File: config.mk
export PLATFORM = sky130hd
export DESIGN_NAME = glueTop
export DESIGN_NICKNAME = d
export VERILOG_FILES = /design/src/hw/gluePkg.sv /design/src/hw/glueAddressDecode.sv /design/src/hw/glueCiaTiming.sv /design/src/hw/glueTop.sv /design/src/hw/glueTransferAck.sv
export SDC_FILE = /design/constraint.sdc
export NUM_CORES = 1
export LEC_CHECK = 0
export BUFFER_PORTS_ARGS = -buffer_cell sky130_fd_sc_hd__clkbuf_2
export CAP_MARGIN = 30
export CORE_MARGIN = 2
export CORE_UTILIZATION = 52
export CTS_BUF_LIST = sky130_fd_sc_hd__clkbuf_2 sky130_fd_sc_hd__clkbuf_4 sky130_fd_sc_hd__clkbuf_8
export CTS_CLUSTER_SIZE = 28
export DETAILED_ROUTE_END_ITERATION = 7
export HOLD_SLACK_MARGIN = 0.06
export PLACE_DENSITY = 0.86
export SETUP_SLACK_MARGIN = 0.02
export SLEW_MARGIN = 10
export SYNTH_ARGS = -nofsm -noshare
export SYNTH_HDL_FRONTEND = slang
export SYNTH_SLANG_ARGS = --single-unit
File: constraint.sdc
create_clock -name clk40 -period 4.1 [get_ports clk40]
set_input_delay 0.615 -clock clk40 [delete_from_list [all_inputs] [get_ports clk40]]
set_output_delay 0.615 -clock clk40 [all_outputs]
set_load 0.05 [all_outputs]
File: src/hw/gluePkg.sv
// Local bus glue definitions

package gluePkg;

    //////////////////////////////
    // Address map
    //////////////////////////////

    // Kickstart ROM window in A23:16
    localparam logic [7:0] ROM_BANK_LO     = 8'hF8;
    localparam logic [7:0] ROM_BANK_HI     = 8'hFF;

    // Low ROM shadow while overlay is set
    localparam logic [7:0] OVL_BANK_HI     = 8'h07;

    // Top bank of chip RAM
    localparam logic [7:0] CHIPRAM_BANK_HI = 8'h1F;

    // Both CIAs share one bank
    localparam logic [7:0] CIA_BANK        = 8'hBF;

    // Custom chip registers
    localparam logic [7:0] CHIPREG_BANK    = 8'hDF;

    //////////////////////////////
    // Wait states
    //////////////////////////////

    // Counted from the tsn edge to the tackn edge
    localparam int ROM_WAIT      = 4;
    localparam int CHIP_WAIT     = 6;
    // Fast answer for nothing mapped
    localparam int UNMAPPED_WAIT = 2;

    // clk40 cycles per ciaClk half-period
    localparam int CIA_HALF      = 10;

    // Only normal accesses are decoded
    localparam logic [1:0] TT_NORMAL = 2'b00;

    //////////////////////////////
    // Bus address views
    //////////////////////////////

    // Word address A31:1, read as a CIA access or as a chip-space access
    typedef union packed {
        struct packed {
            logic [17:0] upper;    // A31:14
            logic        ciaBSel;  // A13, low selects CIA-B
            logic        ciaASel;  // A12, low selects CIA-A
            logic [3:0]  regIdx;   // A11:8
            logic [6:0]  rest;     // A7:1
        } cia;
        struct packed {
            logic [7:0]  upper;    // A31:24
            logic [7:0]  bank;     // A23:16
            logic [14:0] offset;   // A15:1
        } chip;
    } busAddr_u;

endpackage

File: src/hw/glueAddressDecode.sv
// Bus cycle address decoder

`timescale 1ns/100ps

module glueAddressDecode (
    input  logic        clk40,
    input  logic        rst,
    input  logic        tsn,
    input  logic        ovl,
    input  logic [1:0]  tt,
    input  logic [31:1] addr,
    input  logic        cycleEnd,
    output logic        romEnn,
    output logic        ramSpacen,
    output logic        regSpacen,
    output logic        ciaCs0n,
    output logic        ciaCs1n,
    output logic        bufEnn,
    output logic        portSize,
    output logic        romSel,
    output logic        chipSel,
    output logic        ciaSel,
    output logic        cycleActive
);

    import gluePkg::*;

    busAddr_u   busAddr;
    logic [7:0] bank;
    logic       normalCycle;
    logic       romHit;
    logic       ramHit;
    logic       regHit;
    logic       ciaHit;
    logic       startCycle;

    //////////////////////////////
    // Combinational decode
    //////////////////////////////

    assign busAddr = addr;
    assign bank    = busAddr.chip.bank;

    // Normal transfer type, low 16 MB only
    assign normalCycle = (tt == TT_NORMAL) && (busAddr.chip.upper == 8'h00);

    // Kickstart window, or its shadow at the bottom during overlay
    assign romHit = normalCycle &&
                    (((bank >= ROM_BANK_LO) && ({1'b0, bank} <= {1'b0, ROM_BANK_HI})) ||
                     (ovl && (bank <= OVL_BANK_HI)));

    // Chip RAM hidden by the overlay
    assign ramHit = normalCycle && !ovl && (bank <= CHIPRAM_BANK_HI);

    assign regHit = normalCycle && (bank == CHIPREG_BANK);
    assign ciaHit = normalCycle && (bank == CIA_BANK);

    // New cycle only from idle
    assign startCycle = !tsn && !cycleActive;

    //////////////////////////////
    // Registered selects
    //////////////////////////////

    always_ff @(posedge clk40) begin
        if (rst) begin
            romEnn      <= 1'b1;
            ramSpacen   <= 1'b1;
            regSpacen   <= 1'b1;
            ciaCs0n     <= 1'b1;
            ciaCs1n     <= 1'b1;
            bufEnn      <= 1'b1;
            portSize    <= 1'b0;
            romSel      <= 1'b0;
            chipSel     <= 1'b0;
            ciaSel      <= 1'b0;
            cycleActive <= 1'b0;
        end else if (startCycle) begin
            // Pin selects, active low
            romEnn      <= !romHit;
            ramSpacen   <= !ramHit;
            regSpacen   <= !regHit;
            // A12 and A13 pick the CIA, both may be low
            ciaCs0n     <= !(ciaHit && !busAddr.cia.ciaASel);
            ciaCs1n     <= !(ciaHit && !busAddr.cia.ciaBSel);
            // Data buffers serve the chip bus only
            bufEnn      <= !(ramHit || regHit);
            // 16-bit port for CIA and custom registers
            portSize    <= ciaHit || regHit;
            // Space flags for the acknowledge timing
            romSel      <= romHit;
            chipSel     <= ramHit || regHit;
            ciaSel      <= ciaHit;
            cycleActive <= 1'b1;
        end else if (cycleEnd) begin
            // Release everything the edge after tackn
            romEnn      <= 1'b1;
            ramSpacen   <= 1'b1;
            regSpacen   <= 1'b1;
            ciaCs0n     <= 1'b1;
            ciaCs1n     <= 1'b1;
            bufEnn      <= 1'b1;
            portSize    <= 1'b0;
            romSel      <= 1'b0;
            chipSel     <= 1'b0;
            ciaSel      <= 1'b0;
            cycleActive <= 1'b0;
        end
    end

endmodule

File: src/hw/glueCiaTiming.sv
// CIA clock divider

`timescale 1ns/100ps

module glueCiaTiming (
    input  logic clk40,
    input  logic rst,
    output logic ciaClk,
    output logic ciaEnable
);

    import gluePkg::*;

    localparam int HALF_W = $clog2(CIA_HALF);

    logic [HALF_W-1:0] halfCnt;
    logic              halfDone;

    //////////////////////////////
    // Half-period counter
    //////////////////////////////

    // Last clk40 cycle of a ciaClk half
    assign halfDone = (halfCnt == HALF_W'(CIA_HALF - 1));

    always_ff @(posedge clk40) begin
        if (rst) begin
            halfCnt <= '0;
        end else if (halfDone) begin
            halfCnt <= '0;
        end else begin
            halfCnt <= halfCnt + 1'b1;
        end
    end

    //////////////////////////////
    // Clock and enable
    //////////////////////////////

    // Free running from reset, no link to bus cycles
    always_ff @(posedge clk40) begin
        if (rst) begin
            ciaClk    <= 1'b0;
            ciaEnable <= 1'b0;
        end else begin
            ciaEnable <= 1'b0;
            if (halfDone) begin
                ciaClk <= !ciaClk;
                // High half ending, so ciaClk falls here
                // CIA transfer completes on this edge
                ciaEnable <= ciaClk;
            end
        end
    end

endmodule

File: src/hw/glueTop.sv
// Local bus glue top level

`timescale 1ns/100ps

module glueTop (
    input  logic        clk40,
    input  logic        rst,
    input  logic        tsn,
    input  logic        ovl,
    input  logic [1:0]  tt,
    input  logic [31:1] addr,
    output logic        romEnn,
    output logic        ramSpacen,
    output logic        regSpacen,
    output logic        ciaCs0n,
    output logic        ciaCs1n,
    output logic        bufEnn,
    output logic        portSize,
    output logic        ciaClk,
    output logic        tackn
);

    // Space flags between decode and acknowledge
    logic romSel;
    logic chipSel;
    logic ciaSel;
    logic cycleActive;
    logic cycleEnd;
    // Falling ciaClk strobe
    logic ciaEnable;

    //////////////////////////////
    // Address decode
    //////////////////////////////

    glueAddressDecode addrDecode0 (
        .clk40       (clk40),
        .rst         (rst),
        .tsn         (tsn),
        .ovl         (ovl),
        .tt          (tt),
        .addr        (addr),
        .cycleEnd    (cycleEnd),
        .romEnn      (romEnn),
        .ramSpacen   (ramSpacen),
        .regSpacen   (regSpacen),
        .ciaCs0n     (ciaCs0n),
        .ciaCs1n     (ciaCs1n),
        .bufEnn      (bufEnn),
        .portSize    (portSize),
        .romSel      (romSel),
        .chipSel     (chipSel),
        .ciaSel      (ciaSel),
        .cycleActive (cycleActive)
    );

    //////////////////////////////
    // CIA clock
    //////////////////////////////

    glueCiaTiming ciaTiming0 (
        .clk40     (clk40),
        .rst       (rst),
        .ciaClk    (ciaClk),
        .ciaEnable (ciaEnable)
    );

    //////////////////////////////
    // Transfer acknowledge
    //////////////////////////////

    glueTransferAck transferAck0 (
        .clk40       (clk40),
        .rst         (rst),
        .cycleActive (cycleActive),
        .romSel      (romSel),
        .chipSel     (chipSel),
        .ciaSel      (ciaSel),
        .ciaEnable   (ciaEnable),
        .tackn       (tackn),
        .cycleEnd    (cycleEnd)
    );

endmodule

File: src/hw/glueTransferAck.sv
// Transfer acknowledge timing

`timescale 1ns/100ps

module glueTransferAck (
    input  logic clk40,
    input  logic rst,
    input  logic cycleActive,
    input  logic romSel,
    input  logic chipSel,
    input  logic ciaSel,
    input  logic ciaEnable,
    output logic tackn,
    output logic cycleEnd
);

    import gluePkg::*;

    // Chip space has the longest fixed wait
    localparam int CNT_W = $clog2(CHIP_WAIT);

    logic             prevActive;
    logic             cycleStart;
    logic             waiting;
    logic             ciaWait;
    logic [CNT_W-1:0] waitCnt;
    logic [CNT_W-1:0] loadCnt;
    logic             ackNow;

    //////////////////////////////
    // Wait selection
    //////////////////////////////

    // First cycle after the decoder latched the address
    assign cycleStart = cycleActive && !prevActive;

    // Two cycles spent before the count starts
    // One for the decode, one for the load
    always_comb begin
        if (romSel) begin
            loadCnt = CNT_W'(ROM_WAIT - 2);
        end else if (chipSel) begin
            loadCnt = CNT_W'(CHIP_WAIT - 2);
        end else begin
            loadCnt = CNT_W'(UNMAPPED_WAIT - 2);
        end
    end

    // CIA waits on the falling ciaClk, others on the counter
    assign ackNow = ciaWait ? ciaEnable : (waitCnt == '0);

    //////////////////////////////
    // Acknowledge
    //////////////////////////////

    always_ff @(posedge clk40) begin
        if (rst) begin
            prevActive <= 1'b0;
            waiting    <= 1'b0;
            ciaWait    <= 1'b0;
            waitCnt    <= '0;
            tackn      <= 1'b1;
        end else begin
            prevActive <= cycleActive;
            // One-cycle low pulse
            tackn      <= 1'b1;
            if (cycleStart) begin
                waiting <= 1'b1;
                ciaWait <= ciaSel;
                waitCnt <= loadCnt;
            end else if (waiting) begin
                if (ackNow) begin
                    tackn   <= 1'b0;
                    waiting <= 1'b0;
                end else if (!ciaWait) begin
                    waitCnt <= waitCnt - 1'b1;
                end
            end
        end
    end

    // Tells the decoder to drop its selects
    assign cycleEnd = !tackn;

endmodule

# Yosys cells after proc, flatten, opt, wreduce, memory -nomap -nowiden
# Cells that the tools add are included.
# word_totals
register_bits,24
out_inout_bits,9
# op_classes
eq_ne,6
n_mux,23
n_reduce_logical,35
addsub,2
magnitude_cmp,3
bitwise,2
# op_table
operator,count
3-bit 2-to-1 mux,6
1-bit 2-to-1 mux,17
8-bit equality test (second input constant),2
1-bit zero test,13
1-bit logical AND,11
8-bit greater-or-equal comparator (second input constant),1
8-bit by 3-bit <= comparator with 1-bit output (second input constant),1
8-bit by 5-bit <= comparator with 1-bit output (second input constant),1
8-bit zero test,1
4-bit by 1-bit adder with 4-bit output (second input constant),1
4-bit equality test (second input constant),1
2-bit by 1-bit inequality test with 1-bit output (second input constant),2
2-bit OR reduction,2
3-bit zero test,1
1-bit logical OR,3
3-bit AND reduction,1
3-bit OR reduction,1
3-bit by 1-bit subtractor with 3-bit output (second input constant),1
2-bit zero test,1
2-bit inequality test (second input constant),1
1-bit NOT,2
2-bit nonzero test,1

# Logic depth before layout (Yosys ltp)
# logic_depth
ltp_word,7
ltp_mapped,6
ltp_nobuf,6

# Cells and area by module
# Synthesis repeated with hierarchy kept, for this count alone.
# hier_totals
hier_cells,123
area_unflattened_um2,1127.3
# by_module_without_submodules
mod,n_inst,area_each_um2,cells_each
glueAddressDecode,1,540.5,59
glueTransferAck,1,345.3,40
glueCiaTiming,1,241.5,24

# Least setup slack after synthesis
# No wires, ideal clock.
# synth_path
path_kind,input to register
from,input tt[0]
to,register addrDecode0.bufEnn
n_path_buf,0
slack_ns,2.471
t_arrival_ns,1.515
cell_stages,4
cell_sequence,nor4_2 > nand4_2 > a211o_2 > a21o_1
# synth_between
elab_chain_len,7
# synth_lines
element,line,rtl
from (decl),glueTop.sv:10,"input logic [1:0] tt,"
2-bit zero test (*),glueAddressDecode.sv:45,assign normalCycle = (tt == TT_NORMAL) && (busAddr.chip.upper == 8'h00);
1-bit logical AND (*),glueAddressDecode.sv:45,
1-bit logical AND (2 in series),glueAddressDecode.sv:53,assign ramHit = normalCycle && !ovl && (bank <= CHIPRAM_BANK_HI);
1-bit logical OR (*),glueAddressDecode.sv:87,bufEnn <= !(ramHit || regHit);
1-bit zero test (*),glueAddressDecode.sv:87,
1-bit 2-to-1 mux (*),glueAddressDecode.sv:78,end else if (startCycle) begin
to (signal assigned),glueAddressDecode.sv:87,
to (decl),glueAddressDecode.sv:18,"output logic bufEnn,"
# Every way passes the cells marked *; elsewhere a longest branch is shown, timed or not.
# A chain may end at the register's enable or synchronous reset.

# Final worst setup path
# layout_path
from,register transferAck0.tackn
to,output tackn
# layout_rtl
element,line,rtl
from (decl),glueTransferAck.sv:13,"output logic tackn,"
from (signal assigned),glueTransferAck.sv:62,tackn <= 1'b1;
from (signal assigned),glueTransferAck.sv:66,tackn <= 1'b1;
from (signal assigned),glueTransferAck.sv:73,tackn <= 1'b0;
to (decl),glueTop.sv:20,output logic tackn
# No word-level cell between the ends.

==> results.json <==
{
  "outcome": "finished clean",
  "synth_top_flop_cell": "dfxtp_1",
  "slew_viol_final": 0,
  "synth.net_count": 161,
  "critPathTopFamily": "flip-flops",
  "ctsHoldBuffers": 0,
  "crit_buf_inv": 1,
  "antenna_found_initial": 0,
  "core_area_um2": 1982,
  "p_per_area_nw_per_um2": 364.0,
  "cts_tree": "built",
  "clkSlewWorstSetupHoldPaths_ns": 0.13,
  "drtAntennaViolNets": 0,
  "rsz0062_at_grt": "false",
  "routedWlPerCell_um": 12.59,
  "grt_pass1_vias": 1013,
  "layout-area-overhead-vs-synth_pct": 21.46,
  "synth_cell_types": 37,
  "grt_pass1_wl_um": 4091,
  "max_stage_delay_ns": 0.40,
  "p_sw_uw": 115.0,
  "cts_setup_buffers": 0,
  "die_h_um": 49.91,
  "finalCritPeriodShare_pct": 39.67,
  "fp-row-count": 16,
  "syn_area_per_cell_um2": 9.134,
  "drtPass1Iterations": 6,
  "clock-sinks": 24,
  "clock_latency_ns": 0.32,
  "max_freq_mhz": 614.9,
  "yosysSeqAreaShare_pct": 43.84,
  "dieArea_um2": 2491,
  "seq_power_share_pct": 51.3,
  "die_w_um": 49.91,
  "netlist_instances": 120,
  "hold_path.class": "reg -> reg",
  "instances_no_fill": 180,
  "start_util_pct": 55.30,
  "grt_use_met3_pct": 4.242,
  "yosysMostFrequentCell": "dfxtp_1",
  "drive_gt1_share_pct": 28.10,
  "drcViolationCount": 0,
  "cts.path.max_buffers": 2,
  "cts_resized": 0,
  "critPathLaunchType": "flip-flop",
  "setup_viol": 0,
  "grt_start_max_net_pins": 27,
  "worstSetupPathType": "reg -> out",
  "dp_hpwl_um": 1716,
  "synthesis.area_um2": 1096,
  "yosys_warnings": 0,
  "combPwrFrac_pct": 13.6,
  "ir_drop_mv": 0.2341,
  "clkPwrFrac_pct": 35.1,
  "finalWirelength_um": 2266,
  "htree_levels": 1,
  "largest_reg_flops": 4,
  "antenna-diode-count": 0,
  "busiest_layer": "met2",
  "power_switching_share_pct": 23.73,
  "synth_edf_count": 0,
  "grt_util_met2_pct": 39.11,
  "num_io_pins": 46,
  "place_congestion": 0.8855,
  "cts-root-buf": "clkbuf_4",
  "vias_per_cell": 5.256,
  "setup_tns_ns": 0,
  "grt_usage_pct": 21.33,
  "cp.arrival_ns": 1.01,
  "multi_input_area_um2": 585.6,
  "cp_slowest_cell": "dfxtp_1",
  "tightest_slew_ns": 0.4730,
  "cts_buffers": 3,
  "p_int_uw": 369.6,
  "crit_path_cell_trace": "clkbuf_2",
  "async_flop_share_pct": 0,
  "initialDrtViolationCount": 14,
  "reg_top3": "ciaTiming0.halfCnt x4, transferAck0.waitCnt x3",
  "slew_headroom_pct": 68.46,
  "fill_cells": 157,
  "vias": 946,
  "port_buffers": 32,
  "seqCellArea_um2": 480.5,
  "hold_violations": 0,
  "cap_violations": 0,
  "synth-seq-cells": 24,
  "place_inst": 176,
  "synth_common_cells": "24 x dfxtp_1, 15 x nor2_1, 9 x a21oi_1",
  "crit_fanout": 4,
  "clock_skew_ns": 0.005456,
  "grt_overflow": 0,
  "grtUsageMet1_pct": 22.35,
  "cp.required_ns": 3.48,
  "post-route-min-period_ns": 1.626,
  "synthTopCellsByArea": "dfxtp_1 44%, nor2_1 5.1%, ha_1 4.6%",
  "synth_top_area_cell": "dfxtp_1",
  "endpoint_kind": "output port",
  "fin_nets": 195,
  "top_register": "ciaTiming0.halfCnt",
  "leakage_uw": 0.0005386,
  "synth_top_cell_area_share_pct": 43.84
}
## power by group through the flow
stage / combinational (uW) / sequential [uW] / clock (uW)
final: 66.0 / 249 / 170
after global placement: 61.3 / 253 / 0
after global routing: 75.6 / 250 / 184
after CTS: 66.8 / 249 / 175
after floorplan: 41.7 / 253 / 0
after detailed placement: 65.9 / 254 / 0
## metal layers
layer / up-vias / wire length [um] / part of all wire [%]
met3: 6 / 50 / 2.2
met2: 14 / 1254 / 55
met4: 0 / 42 / 1.9
met1: 430 / 918 / 41
li1: 496 / - / -
met5: - / 0 / 0
## cells in the final DEF (no fill, tap or decap)
master / netlist / routed
clkbuf_2: 0 / 32
dfxtp_1: 24 / 24
nor2_1: 15 / 15
a21oi_1: 9 / 9
nand2b_1: 7 / 7
nand2_1: 7 / 7
inv_1: 5 / 5
nor3_1: 5 / 5
nor2b_1: 4 / 4
ha_1: 4 / 4
nand3b_1: 3 / 3
clkbuf_4: 0 / 3
nand3_1: 2 / 2
or2_2: 2 / 2
o32ai_1: 2 / 2
nor4b_1: 2 / 2
a22oi_1: 2 / 2
o211ai_1: 2 / 2
mux2i_1: 2 / 2
xnor2_1: 2 / 2
and4_1: 1 / 1
o21ai_2: 1 / 1
nor4_4: 1 / 1
nor4_2: 1 / 1
nand4_2: 1 / 1
a211o_2: 1 / 1
a21o_1: 1 / 1
and4bb_1: 1 / 1
o22ai_1: 1 / 1
o21ai_1: 1 / 1
nor3b_1: 1 / 1
o21ai_0: 1 / 1
a211oi_1: 1 / 1
or4_1: 1 / 1
and2_1: 1 / 1
o21ba_1: 1 / 1
a2bb2oi_1: 1 / 1
xor2_1: 1 / 1
bufinv_16: 0 / 1
## kinds of logic (layout without fill, tap and decap cells)
logic type | count (synthesis) | count (layout) | share of synthesized area (%)
simple gates | 55 | 55 | 29.91
compound gates | 24 | 24 | 14.73
flops | 24 | 24 | 43.84
buf+inv | 8 | 41 | 2.740
fa+ha+maj | 4 | 4 | 4.566
xor+xnor | 3 | 3 | 2.398
mux | 2 | 2 | 1.827
## metrics by stage
stage                     total power, uW  hold slack, ns  worst slack [ns]  utilization [%]  instance area [um2]
after floorplan                     295.2          0.4273             2.471                -                 1096
after global placement              314.5          0.4383             2.301            64.52                 1279
after detailed placement            319.9          0.4390             2.277            64.52                 1279
after CTS                           490.2          0.4591             2.463            67.17                 1331
after global routing                510.1          0.4737             2.425            67.17                 1331
final                               484.6          0.4573             2.474            67.17                 1331
## layout make-up
type	count	area share, %
tap	27	2.538
inverter	5	1.410
clock inverter	1	2.256
multi-input combinational	88	43.98
clock buffer	3	1.692
sequential	24	36.09
timing repair buffer	32	12.03
## final timing paths
path | from | to | slack, ns | depth (start not counted)
max | transferAck0.tackn$_SDFF_PP1_ | tackn | 2.47 | 1
min | addrDecode0.ciaSel$_SDFFE_PP0P_ | transferAck0.ciaWait$_SDFFE_PP0P_ | 0.46 | 2
max reg2reg | addrDecode0.cycleActive$_SDFFE_PP0P_ | addrDecode0.bufEnn$_SDFFE_PP1P_ | 2.64 | 4
min reg2reg | addrDecode0.ciaSel$_SDFFE_PP0P_ | transferAck0.ciaWait$_SDFFE_PP0P_ | 0.46 | 2
Note: power is estimated with default switching activity, not from simulation.
